$ cat src/pci_settings.svh
//////////////////////////////
// pci target settings
// header constants, BAR compare widths, timer width, register indices
//////////////////////////////
`ifndef PCI_SETTINGS_SVH
`define PCI_SETTINGS_SVH

`define PCI_VENDOR_ID      16'h0100
`define PCI_DEVICE_ID      16'h0001
`define PCI_CLASS_CODE     32'h0880_0000  // base system peripheral, other
`define PCI_INT_PIN        8'h01          // INTA#

`define PCI_BAR0_BITS      10  // io compare field, AD[15:6]
`define PCI_BAR1_BITS      16  // mem compare field, AD[31:16]

`define PCI_INT_TIMER_BITS 6   // 64 cycle irq period

`define PCI_IO_ID_WORD     32'h0000_4F49  // "IO"
`define PCI_MEM_ID_WORD    32'h004D_454D  // "MEM"

// config header double-word indices
`define CFG_IDX_ID         4'h0
`define CFG_IDX_CMD        4'h1
`define CFG_IDX_CLASS      4'h2
`define CFG_IDX_BAR0       4'h4
`define CFG_IDX_BAR1       4'h5
`define CFG_IDX_INTLINE    4'hF

// user register indices, same in io and mem space
`define USR_IDX_ID         4'h0
`define USR_IDX_LED        4'h1
`define USR_IDX_STATUS     4'h2
`define USR_IDX_SWITCH     4'h3
`define USR_IDX_WRDATA     4'h4

`endif

$ cat src/pciPkg.sv
//////////////////////////////
// pci target types
// data word, register index, bus space and command codes
//////////////////////////////
package pciPkg;

  typedef logic [31:0] pciWord;  // one AD word
  typedef logic [3:0]  regIdx;   // dword index inside a space

  // space a transaction was decoded into
  typedef enum logic [1:0] {
    spNone = 2'd0,
    spIo   = 2'd1,
    spMem  = 2'd2,
    spConf = 2'd3
  } busSpace;

  // C/BE# during the address phase
  typedef enum logic [3:0] {
    cmdIoRead      = 4'b0010,
    cmdIoWrite     = 4'b0011,
    cmdMemRead     = 4'b0110,
    cmdMemWrite    = 4'b0111,
    cmdCfgRead     = 4'b1010,
    cmdCfgWrite    = 4'b1011,
    cmdMemReadMult = 4'b1100,
    cmdMemReadLine = 4'b1110,
    cmdMemWriteInv = 4'b1111
  } pciCmd;

endpackage

$ cat src/pciUserRegs.sv
//////////////////////////////
// io/mem register file and interrupt timer
//////////////////////////////
`timescale 1ns/1ps
`include "pci_settings.svh"

module pciUserRegs import pciPkg::*; (
  input  logic       PCI_CLK,
  input  logic       PCI_RSTn,
  input  logic       ioWrite,
  input  logic       memWrite,
  input  regIdx      regIndex,
  input  pciWord     wrData,
  input  pciWord     switches,
  input  busSpace    space,
  output pciWord     userRead,
  output logic       intaN,
  output logic [1:0] led
);

  logic [2:0]                     ledReg;
  pciWord                         statusReg;   // scratch, read/write
  logic [`PCI_INT_TIMER_BITS-1:0] intTimer;
  logic                           intPulse;

  //////////////////////////////
  // register writes
  //////////////////////////////
  always_ff @(posedge PCI_CLK or negedge PCI_RSTn) begin
    if (!PCI_RSTn) begin
      ledReg <= 3'b000;
    end else if (regIndex == `USR_IDX_LED) begin
      if (ioWrite)       ledReg <= wrData[5:3];  // io view sits at bits 5:3
      else if (memWrite) ledReg <= wrData[2:0];
    end
  end

  always_ff @(posedge PCI_CLK) begin
    if (ioWrite || memWrite) begin
      if (regIndex == `USR_IDX_STATUS) statusReg <= wrData;
    end
  end

  //////////////////////////////
  // read mux
  //////////////////////////////
  always_comb begin
    userRead = '0;
    if (space == spIo || space == spMem) begin
      case (regIndex)
        `USR_IDX_ID:     userRead = (space == spIo) ? `PCI_IO_ID_WORD : `PCI_MEM_ID_WORD;
        `USR_IDX_LED:    userRead = (space == spIo) ? {26'd0, ledReg, 3'b000}
                                                    : {29'd0, ledReg};
        `USR_IDX_STATUS: userRead = statusReg;
        `USR_IDX_SWITCH: userRead = switches;  // read only
        default: ;                             // wrdata and the rest read zero
      endcase
    end
  end

  // free-running timer, one-cycle pulse on wrap
  always_ff @(posedge PCI_CLK or negedge PCI_RSTn) begin
    if (!PCI_RSTn) begin
      intTimer <= '0;
      intPulse <= 1'b0;
    end else begin
      intTimer <= intTimer + 1'b1;
      intPulse <= &intTimer;
    end
  end

  assign intaN = ~intPulse;
  assign led   = {intaN, ledReg[0]};  // led1 follows INTA#

endmodule

$ cat config.mk
export PLATFORM = sky130hd
export DESIGN_NAME = pciUserRegs
export DESIGN_NICKNAME = d
export VERILOG_FILES = /design/src/pciPkg.sv /design/src/pciUserRegs.sv
export VERILOG_INCLUDE_DIRS = /design/src /design/src/src
export SDC_FILE = /design/constraint.sdc
export NUM_CORES = 1
export LEC_CHECK = 0
export BUFFER_PORTS_ARGS = -buffer_cell sky130_fd_sc_hd__buf_2
export CAP_MARGIN = 10
export CORE_UTILIZATION = 30
export CTS_CLUSTER_DIAMETER = 100
export DETAILED_ROUTE_END_ITERATION = 16
export GPL_TIMING_DRIVEN = 0
export PLACE_DENSITY = 0.7
export SYNTH_ARGS = -nofsm -noshare
export SYNTH_HDL_FRONTEND = slang
export SYNTH_SLANG_ARGS = --single-unit
$ cat constraint.sdc
create_clock -name PCI_CLK -period 1.4 [get_ports PCI_CLK]
set_input_delay 0.21 -clock PCI_CLK [delete_from_list [all_inputs] [get_ports PCI_CLK]]
set_output_delay 0.21 -clock PCI_CLK [all_outputs]
set_load 0.005 [all_outputs]
## Yosys cells after proc, flatten, opt, wreduce, memory -nomap -nowiden

Index checks and enable logic that the tools add are counted.

| storage, ports and cells | value |
|---|---|
| bits in registers | 42 |
| latch bits | 0 |
| RAM bits | 0 |
| ROM bits | 0 |
| input bits | 74 |
| output and inout port bits | 35 |
| word-level logic and storage cells | 24 |
| memories | 0 |

| cells by class | value |
|---|---|
| add/sub/neg operators | 1 |
| multiply operators | 0 |
| divide/modulo/power cells | 0 |
| order comparisons | 0 |
| eq/ne operators | 5 |
| shift operators | 0 |
| muxes and demuxes | 6 |
| bitwise logic cells | 1 |
| reduce and logical (&&, ||, !) cells | 7 |

Operators by type and width:

| operator | count |
|---|---|
| $pmux W32 S4 | 1 |
| $mux W32 | 1 |
| $mux W23 | 1 |
| $eq A4 B2 Y1 const B | 2 |
| $add A6 B1 Y6 const B | 1 |
| $mux W3 | 2 |
| $mux W6 | 1 |
| $reduce_and A6 Y1 | 1 |
| $eq A4 B1 Y1 const B | 1 |
| $logic_not A4 Y1 | 1 |
| $reduce_and A2 Y1 | 2 |
| $eq A2 B1 Y1 const B | 1 |
| $eq A2 B2 Y1 const B | 1 |
| $logic_or A1 B1 Y1 | 2 |
| $reduce_bool A2 Y1 | 1 |
| $not A1 Y1 | 1 |

## Logic depth before layout (Yosys ltp)

Gate-level depths: netlist (run 1).

| depth | value |
|---|---|
| depth after elaboration | 4 |
| mapped depth | 6 |

## Worst setup path after synthesis (run 1)

Ideal clock, no wire load.

| timing | value |
|---|---|
| kind | input to register |
| start point | input port regIndex[0] |
| end point | register statusReg[0] (enable) |
| library setup time | 0.391 ns |
| arrival | 1.588 ns |
| path slack | -0.579 ns |
| stages | 3 |
| cell sequence | nor4b_4 -> buf_2 -> o21a_1 |

| between the ends | value |
|---|---|
| longest elaborated chain between the ends | 2 |

RTL lines:

| what | line | RTL |
|---|---|---|
| start, declared | pciUserRegs.sv:12 | `input regIdx regIndex,` |
| $eq A4 B2 Y1 | -- |  |
| $reduce_and A2 Y1 (no line) | -- |  |
| end signal, assigned | pciUserRegs.sv:40 | `` if (regIndex == `USR_IDX_STATUS) statusReg <= wrData; `` |
| end, declared | pciUserRegs.sv:22 | `pciWord statusReg;` |

Every way passes these cells.
A chain may end at the register's enable or synchronous reset.

## Worst setup path after layout (run 1)

| timing | value |
|---|---|
| start point | input port space[1] |
| end point | output port userRead[3] |

| between the ends | value |
|---|---|
| longest elaborated chain between the ends | 4 |
| elaborated cells between the ends (all ways) | 6 |
| those cells by class | eq/ne (2); mux (3); reduce/logical (1) |

RTL lines:

| what | line | RTL |
|---|---|---|
| start, declared | pciUserRegs.sv:15 | `input busSpace space,` |
| $eq A2 B1 Y1 | pciUserRegs.sv:49, pciUserRegs.sv:52 |  |
| $mux W6 | pciUserRegs.sv:52 | `` `USR_IDX_LED: userRead = (space == spIo) ? {26'd0, ledReg, 3'b000} `` |
| $pmux W32 S4 | pciUserRegs.sv:50 | `case (regIndex)` |
| $mux W32 * | pciUserRegs.sv:49 | `if (space == spIo \|\| space == spMem) begin` |
| end, declared | pciUserRegs.sv:16 | `output pciWord userRead,` |

Mark *: on every way between the ends. The rest lies on a longest branch, timed or not.

==> results.txt, run 1 <==
----------------------------------------------------
[Status]
  Outcome ... complete, but fails checks
  Violations in the final reports ... design-rule violations, negative setup slack

[Global route]
  Via count of the first global-routing pass ... 1978
  Global-route wire length before repair ... 9320 um
  Final global-route overflow total ... 0
  Overall Global Routing Usage ... 16.6%
  Pin count of the biggest net entering global routing ... 17
  Initial antenna violation count ... 0

[Cells and area]
  Antenna cells ... 0
  Fraction of layout instances using a drive strength above 1 ... 59.1%
  Non-Filler Instances ... 378
  Fillcell total ... 604
  Synthesis-to-layout area growth ... 53.5%
  Net count reported at finish ... 377

[Synthesis]
  Yosys warnings ... 0
  Synthesized instance count ... 177
  Synth top area cells ... sky130_fd_sc_hd__edfxtp_1, sky130_fd_sc_hd__dfrtp_1, sky130_fd_sc_hd__a22oi_1, sky130_fd_sc_hd__mux2_2, sky130_fd_sc_hd__nor2_1
  Biggest area consumer among synthesized cells ... sky130_fd_sc_hd__edfxtp_1
  Post-Synthesis Cell Area ... 2060 um^2
  Average cell area after synthesis ... 11.6 um^2
  Number of synthesized flops with an enable pin ... 32
  Post-synthesis sequential area ratio ... 58.8%
  Proportion of register bits with asynchronous set or reset after synthesis ... 23.8%
  Area share of the largest cell type after synthesis ... 46.7%
  Total nets after synthesis ... 254
  #FFs+latches synth ... 42
  Unique cell type count in the Yosys netlist ... 31
  Most used flip-flop cell after synthesis ... sky130_fd_sc_hd__edfxtp_1

[Floorplan]
  Die height ... 84.9 um
  Std-Cell Rows ... 29
  Core Box Area ... 6490 um^2
  Horizontal extent of the die ... 84.9 um
  Area of the die ... 7200 um^2
  Initial Util ... 31.7%
  Number of placed I/O pins ... 109

[Timing]
  Number of pins with negative max-slew slack in the final report ... 0
  Maximum frequency from static timing analysis ... 612 MHz
  Post-layout minimum cycle time ... 1.63 ns
  Period utilization ... 117%
  Setup repair after global routing missed its margin ... true
  Hold Worst Slack ... 0.0855 ns
  Hold Fails Final Rpt ... 0
  Min setup slack post-route ... -0.234 ns
  Setup clock skew after layout ... 0.000666 ns
  Transition time at the pin with the least slew margin ... 0.345 ns
  Number of failing setup endpoints in the final timing report ... 32
  Headroom to the max-slew limit ... 76.9%

[Clock network]
  Maximum level of the CTS H-tree ... 2
  Clock latency at the later pin of the worst-skew pair ... 0.28 ns
  Clock transition at the registers of the reported paths ... 0.09 ns
  Total CTS buffers ... 5
  Clk sink count ... 42
  Root buf cell ... sky130_fd_sc_hd__clkbuf_8
  TritonCTS clock tree ... yes
  Maximum clock insertion buffer count ... 2

[Route]
  First-pass DRT Iterations ... 10
  Remaining design rule violation count ... 5
  DRT antenna net count ... 0
  Routed wire per std cell ... 15.5 um
  Avg Vias per Cell ... 4.92
  Detailed Route Iter0 Violations ... 100
  WL final ... 5850 um
  Total vias in the final route ... 1860

[Placement]
  Pre-CTS setup slack ... -0.491 ns
  HPWL after detailed placement ... 4360 um
  Number of placed instances with taps included ... 362
  Final weighted congestion in routability-driven placement ... 0.840
  IO Port Bufs ... 108

[Power]
  Leakage ... 1.35 nW
  Largest vdd supply drop ... 0.595 mV
  Pwr Density ... 949 nW/um^2

[Worst setup path]
  Setup crit start kind ... input port
  Worst path required time ... 1.19 ns
  Crit Path Max Fanout ... 5
  Category of the most critical setup path ... in2out
  Length in cells of the worst reg-to-reg path ... 3
  Crit end category ... output pin
  Signal arrival time at the worst endpoint ... 1.42 ns

[Run]
  Number of maximum-capacitance violations ... 0

[Worst hold path]
  Path class of the lowest-slack min-delay path ... in2reg
  Hold depth ... 1

----------------------------------------------------
==> worst max-delay path, stage by stage <==
cell and delay, ns:
sky130_fd_sc_hd__buf_6 0.09, sky130_fd_sc_hd__inv_4 0.05, sky130_fd_sc_hd__ha_4 0.18, sky130_fd_sc_hd__or3_4 0.34, sky130_fd_sc_hd__buf_8 0.15, sky130_fd_sc_hd__buf_12 0.14, sky130_fd_sc_hd__a31oi_4 0.13, sky130_fd_sc_hd__buf_2 0.13
==> power by group <==
group | switching, mW | internal, mW
clock network | 0.423 | 0.761
registers | 0.0280 | 1.39
logic | 0.185 | 0.212
total | 0.636 | 2.36
==> placed cells by master, fill, tap and decap left out, types with 8 or more instances in the layout <==
cell                         n
sky130_fd_sc_hd__a21oi_2    11
sky130_fd_sc_hd__a22oi_1    22
sky130_fd_sc_hd__buf_2     107
sky130_fd_sc_hd__dfrtp_1    10
sky130_fd_sc_hd__edfxtp_1   32
sky130_fd_sc_hd__inv_1       8
sky130_fd_sc_hd__mux2_2      9
sky130_fd_sc_hd__nand2_1    11
sky130_fd_sc_hd__nor2_1     12
sky130_fd_sc_hd__nor2_2      9
==> stage by stage <==
stage | setup TNS, ns | util, % | power, mW | area, um^2
floorplan | -1.16 | - | 1.61 | 2170
global placement | -23.43 | 43.2 | 1.78 | 2800
detailed placement | -24.93 | 43.2 | 1.79 | 2800
CTS | -6.39 | 47.7 | 3.02 | 3100
global route | -7.46 | 48.7 | 3.11 | 3160
finish | -6.08 | 48.7 | 3.00 | 3160
==> per-layer routing <==
| layer | share of wire (%) | track usage [%] |
|---|---|---|
| met4 | 1.1 | 5.39 |
| met1 | 39 | 18.9 |
| met2 | 54 | 31.6 |
| met5 | 0 | 0 |
| met3 | 5.2 | 2.72 |
==> flip-flops by register name (all words and copies together), names as in the netlist <==
name,count
statusReg,32
intTimer,6
intPulse,1
ledReg,3
==> final cells by class <==
cell class	count	area, um^2	area share (%)
Clock inverter	2	60.1	1.90
Timing Repair Buffer	115	632	20.0
Multi-Input combinational cell	114	918	29.1
Inverter	9	36.3	1.15
Buffer	13	124	3.92
Tap cell	77	96.3	3.05
Sequential cell	42	1210	38.3
Clock buffer	6	82.6	2.61
==> kinds of logic (layout without fill, tap and decap cells) <==
logic type | Yosys count | count (layout) | synth area share, %
buffers and inverters | 22 | 145 | 5.41
adder cells (fa/ha/maj) | 3 | 3 | 1.82
flip-flops | 42 | 42 | 58.8
AO/OA/AOI/OAI | 47 | 48 | 15.4
multiplexers | 9 | 9 | 4.92
AND/OR/NAND/NOR | 50 | 50 | 11.9
XOR/XNOR | 4 | 4 | 1.70
==> Yosys cell counts (all sizes together) (2+ instances only) <==
master	n
and2	2
buf	11
xor2	2
clkbuf	2
a31oi	3
nand4	3
nand3	5
xnor2	2
a22oi	22
inv	9
edfxtp	32
ha	3
nand2	12
mux2	9
a21o	6
a21oi	12
nor3	2
nor2	22
dfrtp	10
==> worst paths after layout <==
kind                             start       endpoint  slack [ns]
setup / recovery              space[1]    userRead[3]       -0.23
hold / removal              wrData[24]  statusReg[24]        0.09
setup reg to reg           intTimer[0]    intTimer[4]        0.43
hold reg to reg            intTimer[0]    intTimer[0]        0.45
max in group asynchronous     PCI_RSTn      ledReg[2]        0.92
min in group asynchronous     PCI_RSTn    intTimer[1]        0.30
==> timing repair <==
| item | 4_1_cts | 5_1_grt |
|---|---|---|
| resized for setup | 15 | 18 |
| cloned | 2 | 0 |
| buffers inserted | 4 | 1 |
| setup endpoints to repair | 64 | 32 |
| endpoints found under the hold margin | 10 | 0 |
| hold buffers | 1 | 0 |
| pin swaps | 3 | 1 |
No activity file was read; power rests on OpenSTA's default activity.
==> run 2, diff against run 1 <==
--- a/config.mk
+++ b/config.mk
@@ -13,6 +13,7 @@
 export DETAILED_ROUTE_END_ITERATION = 16
 export GPL_TIMING_DRIVEN = 0
 export PLACE_DENSITY = 0.7
+export RECOVER_POWER = 100
 export SYNTH_ARGS = -nofsm -noshare
 export SYNTH_HDL_FRONTEND = slang
 export SYNTH_SLANG_ARGS = --single-unit
==> run 2 against run 1 <==
Against the previous run:
- the run still ends with design-rule violations, negative setup slack left
- worst hold slack better by 0.0011 ns
- critical endpoint unchanged
- critical path type unchanged
- die area unchanged
- largest cell class unchanged
- sequential power about the same
==> results.txt, run 2 (synthesized netlist as in run 1, its figures left out) <==
----------------------------------------------------
[Route]
  Routed metal-1 wire length ... 2330 um
  Total vias in the final route ... 1855
  First-pass DRT Iterations ... 10
  Highest metal layer with signal wires ... met4
  Met2 routed WL ... 3180 um
  Remaining design rule violation count ... 5
  Detailed Route Iter0 Violations ... 98
  Avg Vias per Cell ... 4.91
  Routed wire per std cell ... 15.5 um
  Detailed-routed wire length on met3 ... 288 um
  DRT antenna net count ... 0
  WL final ... 5870 um

[Cells and area]
  Number of flip-flops under the largest register name ... 32
  Antenna cells ... 0
  Fraction of layout instances using a drive strength above 1 ... 57.5%
  Most common library cell in the layout ignoring fill and taps ... sky130_fd_sc_hd__buf_2
  Post-Route Utilization ... 48.5%
  Fillcell total ... 606
  Layout Cell Area excl Fill ... 3150 um^2
  Area used by multi-input combinational logic ... 918 um^2
  Sequential cell area ... 1210 um^2
  Top register by number of flip-flops ... statusReg
  Net count reported at finish ... 377
  Registers with the highest flip-flop counts ... statusReg x32, intTimer x6, ledReg x3
  Synthesis-to-layout area growth ... 52.9%
  Leading cell types in the layout, fill and taps excluded ... sky130_fd_sc_hd__buf_2, sky130_fd_sc_hd__edfxtp_1, sky130_fd_sc_hd__a22oi_1, sky130_fd_sc_hd__nor2_1

[Global route]
  Via count of the first global-routing pass ... 1978
  Final global-route overflow total ... 0
  Initial antenna violation count ... 0
  Global-route wire length before repair ... 9320 um
  Pin count of the biggest net entering global routing ... 17
  Overall Global Routing Usage ... 16.6%

[Floorplan]
  Number of placed I/O pins ... 109
  Initial Util ... 31.7%
  Die height ... 84.9 um
  Core Box Area ... 6490 um^2
  Horizontal extent of the die ... 84.9 um
  Std-Cell Rows ... 29
  Area of the die ... 7200 um^2

[Timing]
  Headroom to the max-slew limit ... 64.0%
  Setup clock skew after layout ... 0.000668 ns
  Maximum frequency from static timing analysis ... 613 MHz
  Number of failing setup endpoints in the final timing report ... 32
  Period utilization ... 117%
  Number of pins with negative max-slew slack in the final report ... 0
  Transition time at the pin with the least slew margin ... 0.540 ns
  Post-layout minimum cycle time ... 1.63 ns
  Hold Fails Final Rpt ... 0
  Min setup slack post-route ... -0.232 ns
  Setup repair after global routing missed its margin ... true

[Worst setup path]
  Category of the most critical setup path ... in2out
  Critical path depth ... 8
  R2r setup slk ... 0.43 ns
  Buffer and inverter count on the worst path ... 5
  Crit end category ... output pin
  Length in cells of the worst reg-to-reg path ... 3
  Crit Path Max Fanout ... 5
  Launch point of the critical path ... space[1]
  Signal arrival time at the worst endpoint ... 1.42 ns
  Max stage delay cell, worst path ... sky130_fd_sc_hd__or3_4
  Destination of the critical timing path ... userRead[3]
  Worst path required time ... 1.19 ns
  Setup crit start kind ... input port
  Critical register-to-register path endpoint ... intTimer[4]
  Delay of the slowest critical-path stage ... 0.34 ns
  FF-to-FF Start ... intTimer[0]
  Cell Chain, Critical Path ... buf_6, inv_4, ha_4, or3_4, buf_8, buf_12, a31oi_4, buf_2
  Largest delay contributor family on the critical path ... buffers and inverters

[Clock network]
  Total CTS buffers ... 5
  Clock latency at the later pin of the worst-skew pair ... 0.28 ns
  Maximum clock insertion buffer count ... 2
  Maximum level of the CTS H-tree ... 2
  Clock transition at the registers of the reported paths ... 0.09 ns
  Clk sink count ... 42
  Root buf cell ... sky130_fd_sc_hd__clkbuf_8
  TritonCTS clock tree ... yes

[Placement]
  IO Port Bufs ... 108
  HPWL after detailed placement ... 4360 um
  Final weighted congestion in routability-driven placement ... 0.840
  Placed cell areas ... 2800 um^2

[Power]
  Pwr Density ... 952 nW/um^2
  Largest vdd supply drop ... 0.595 mV
  Leakage ... 1.33 nW

[Worst hold path]
  Path class of the lowest-slack min-delay path ... in2reg

[Status]
  Outcome ... complete, but fails checks
  Violations in the final reports ... design-rule violations, negative setup slack

[Run]
  Number of maximum-capacitance violations ... 0

----------------------------------------------------
-- run 2: cell types whose count changed in the layout (fill, tap and decap cells not counted), sizes merged --
cell,previous run,this run
clkbuf,8,16
buf,125,117
-- run 2: timing repair --
action,4_1_cts,5_1_grt
resized for setup,15,18
pin swaps,3,1
hold buffers,1,0
setup buffers,4,1
hold endpoints to repair,10,0
setup endpoints to repair,64,32
gates cloned,2,0
-- run 2: metal layers --
layer	global-route usage [%]	vias to the layer above
met1	18.9	893
met5	0	-
met2	31.6	64
li1	-	894
met3	2.72	4
met4	5.39	0
-- run 2: report_power, final --
part / switching (mW) / internal, mW
clock: 0.422 / 0.761
sequential: 0.0277 / 1.39
combinational: 0.185 / 0.208
total: 0.635 / 2.36
-- run 2: worst min path at each step --
stage,from,to,slack [ns],depth (start not counted)
floorplan,PCI_RSTn,intPulse,-0.09,0
global placement,PCI_RSTn,intTimer[0],0.08,1
detailed placement,PCI_RSTn,intTimer[0],0.08,1
CTS,wrData[24],statusReg[24],0.08,1
global route,wrData[24],statusReg[24],0.07,1
finish,wrData[24],statusReg[24],0.09,1
-- run 2: stage by stage --
step | std cells | setup WS [ns] | TNS (ns) | hold WS [ns] | power, mW
finish | 378 | -0.232 | -6.04 | 0.0866 | 3.00
global route | 378 | -0.263 | -7.49 | 0.0693 | 3.10
CTS | 377 | -0.246 | -6.39 | 0.0752 | 3.02
detailed placement | 362 | -0.491 | -24.93 | 0.0831 | 1.79
global placement | 362 | -0.444 | -23.43 | 0.0823 | 1.78
floorplan | 177 | -0.0358 | -1.16 | -0.0856 | 1.61
-- run 2: area by class of cell --
class | instances | share of cell area, %
multi-input cells | 114 | 29.2
well taps | 77 | 3.06
flip-flops and latches | 42 | 38.5
repair buffers | 115 | 19.8
plain buffers | 13 | 3.82
inverters | 9 | 1.15
clock inverters | 2 | 1.91
clock buffers | 6 | 2.62
-- run 2: worst reg2reg max path: cells and delay by family (launching register included) --
kind	cells	cell delay [ns]
flip-flops	1	0.40
adder cells (fa/ha/maj)	1	0.23
AND/OR/NAND/NOR	1	0.12
XOR/XNOR	1	0.14
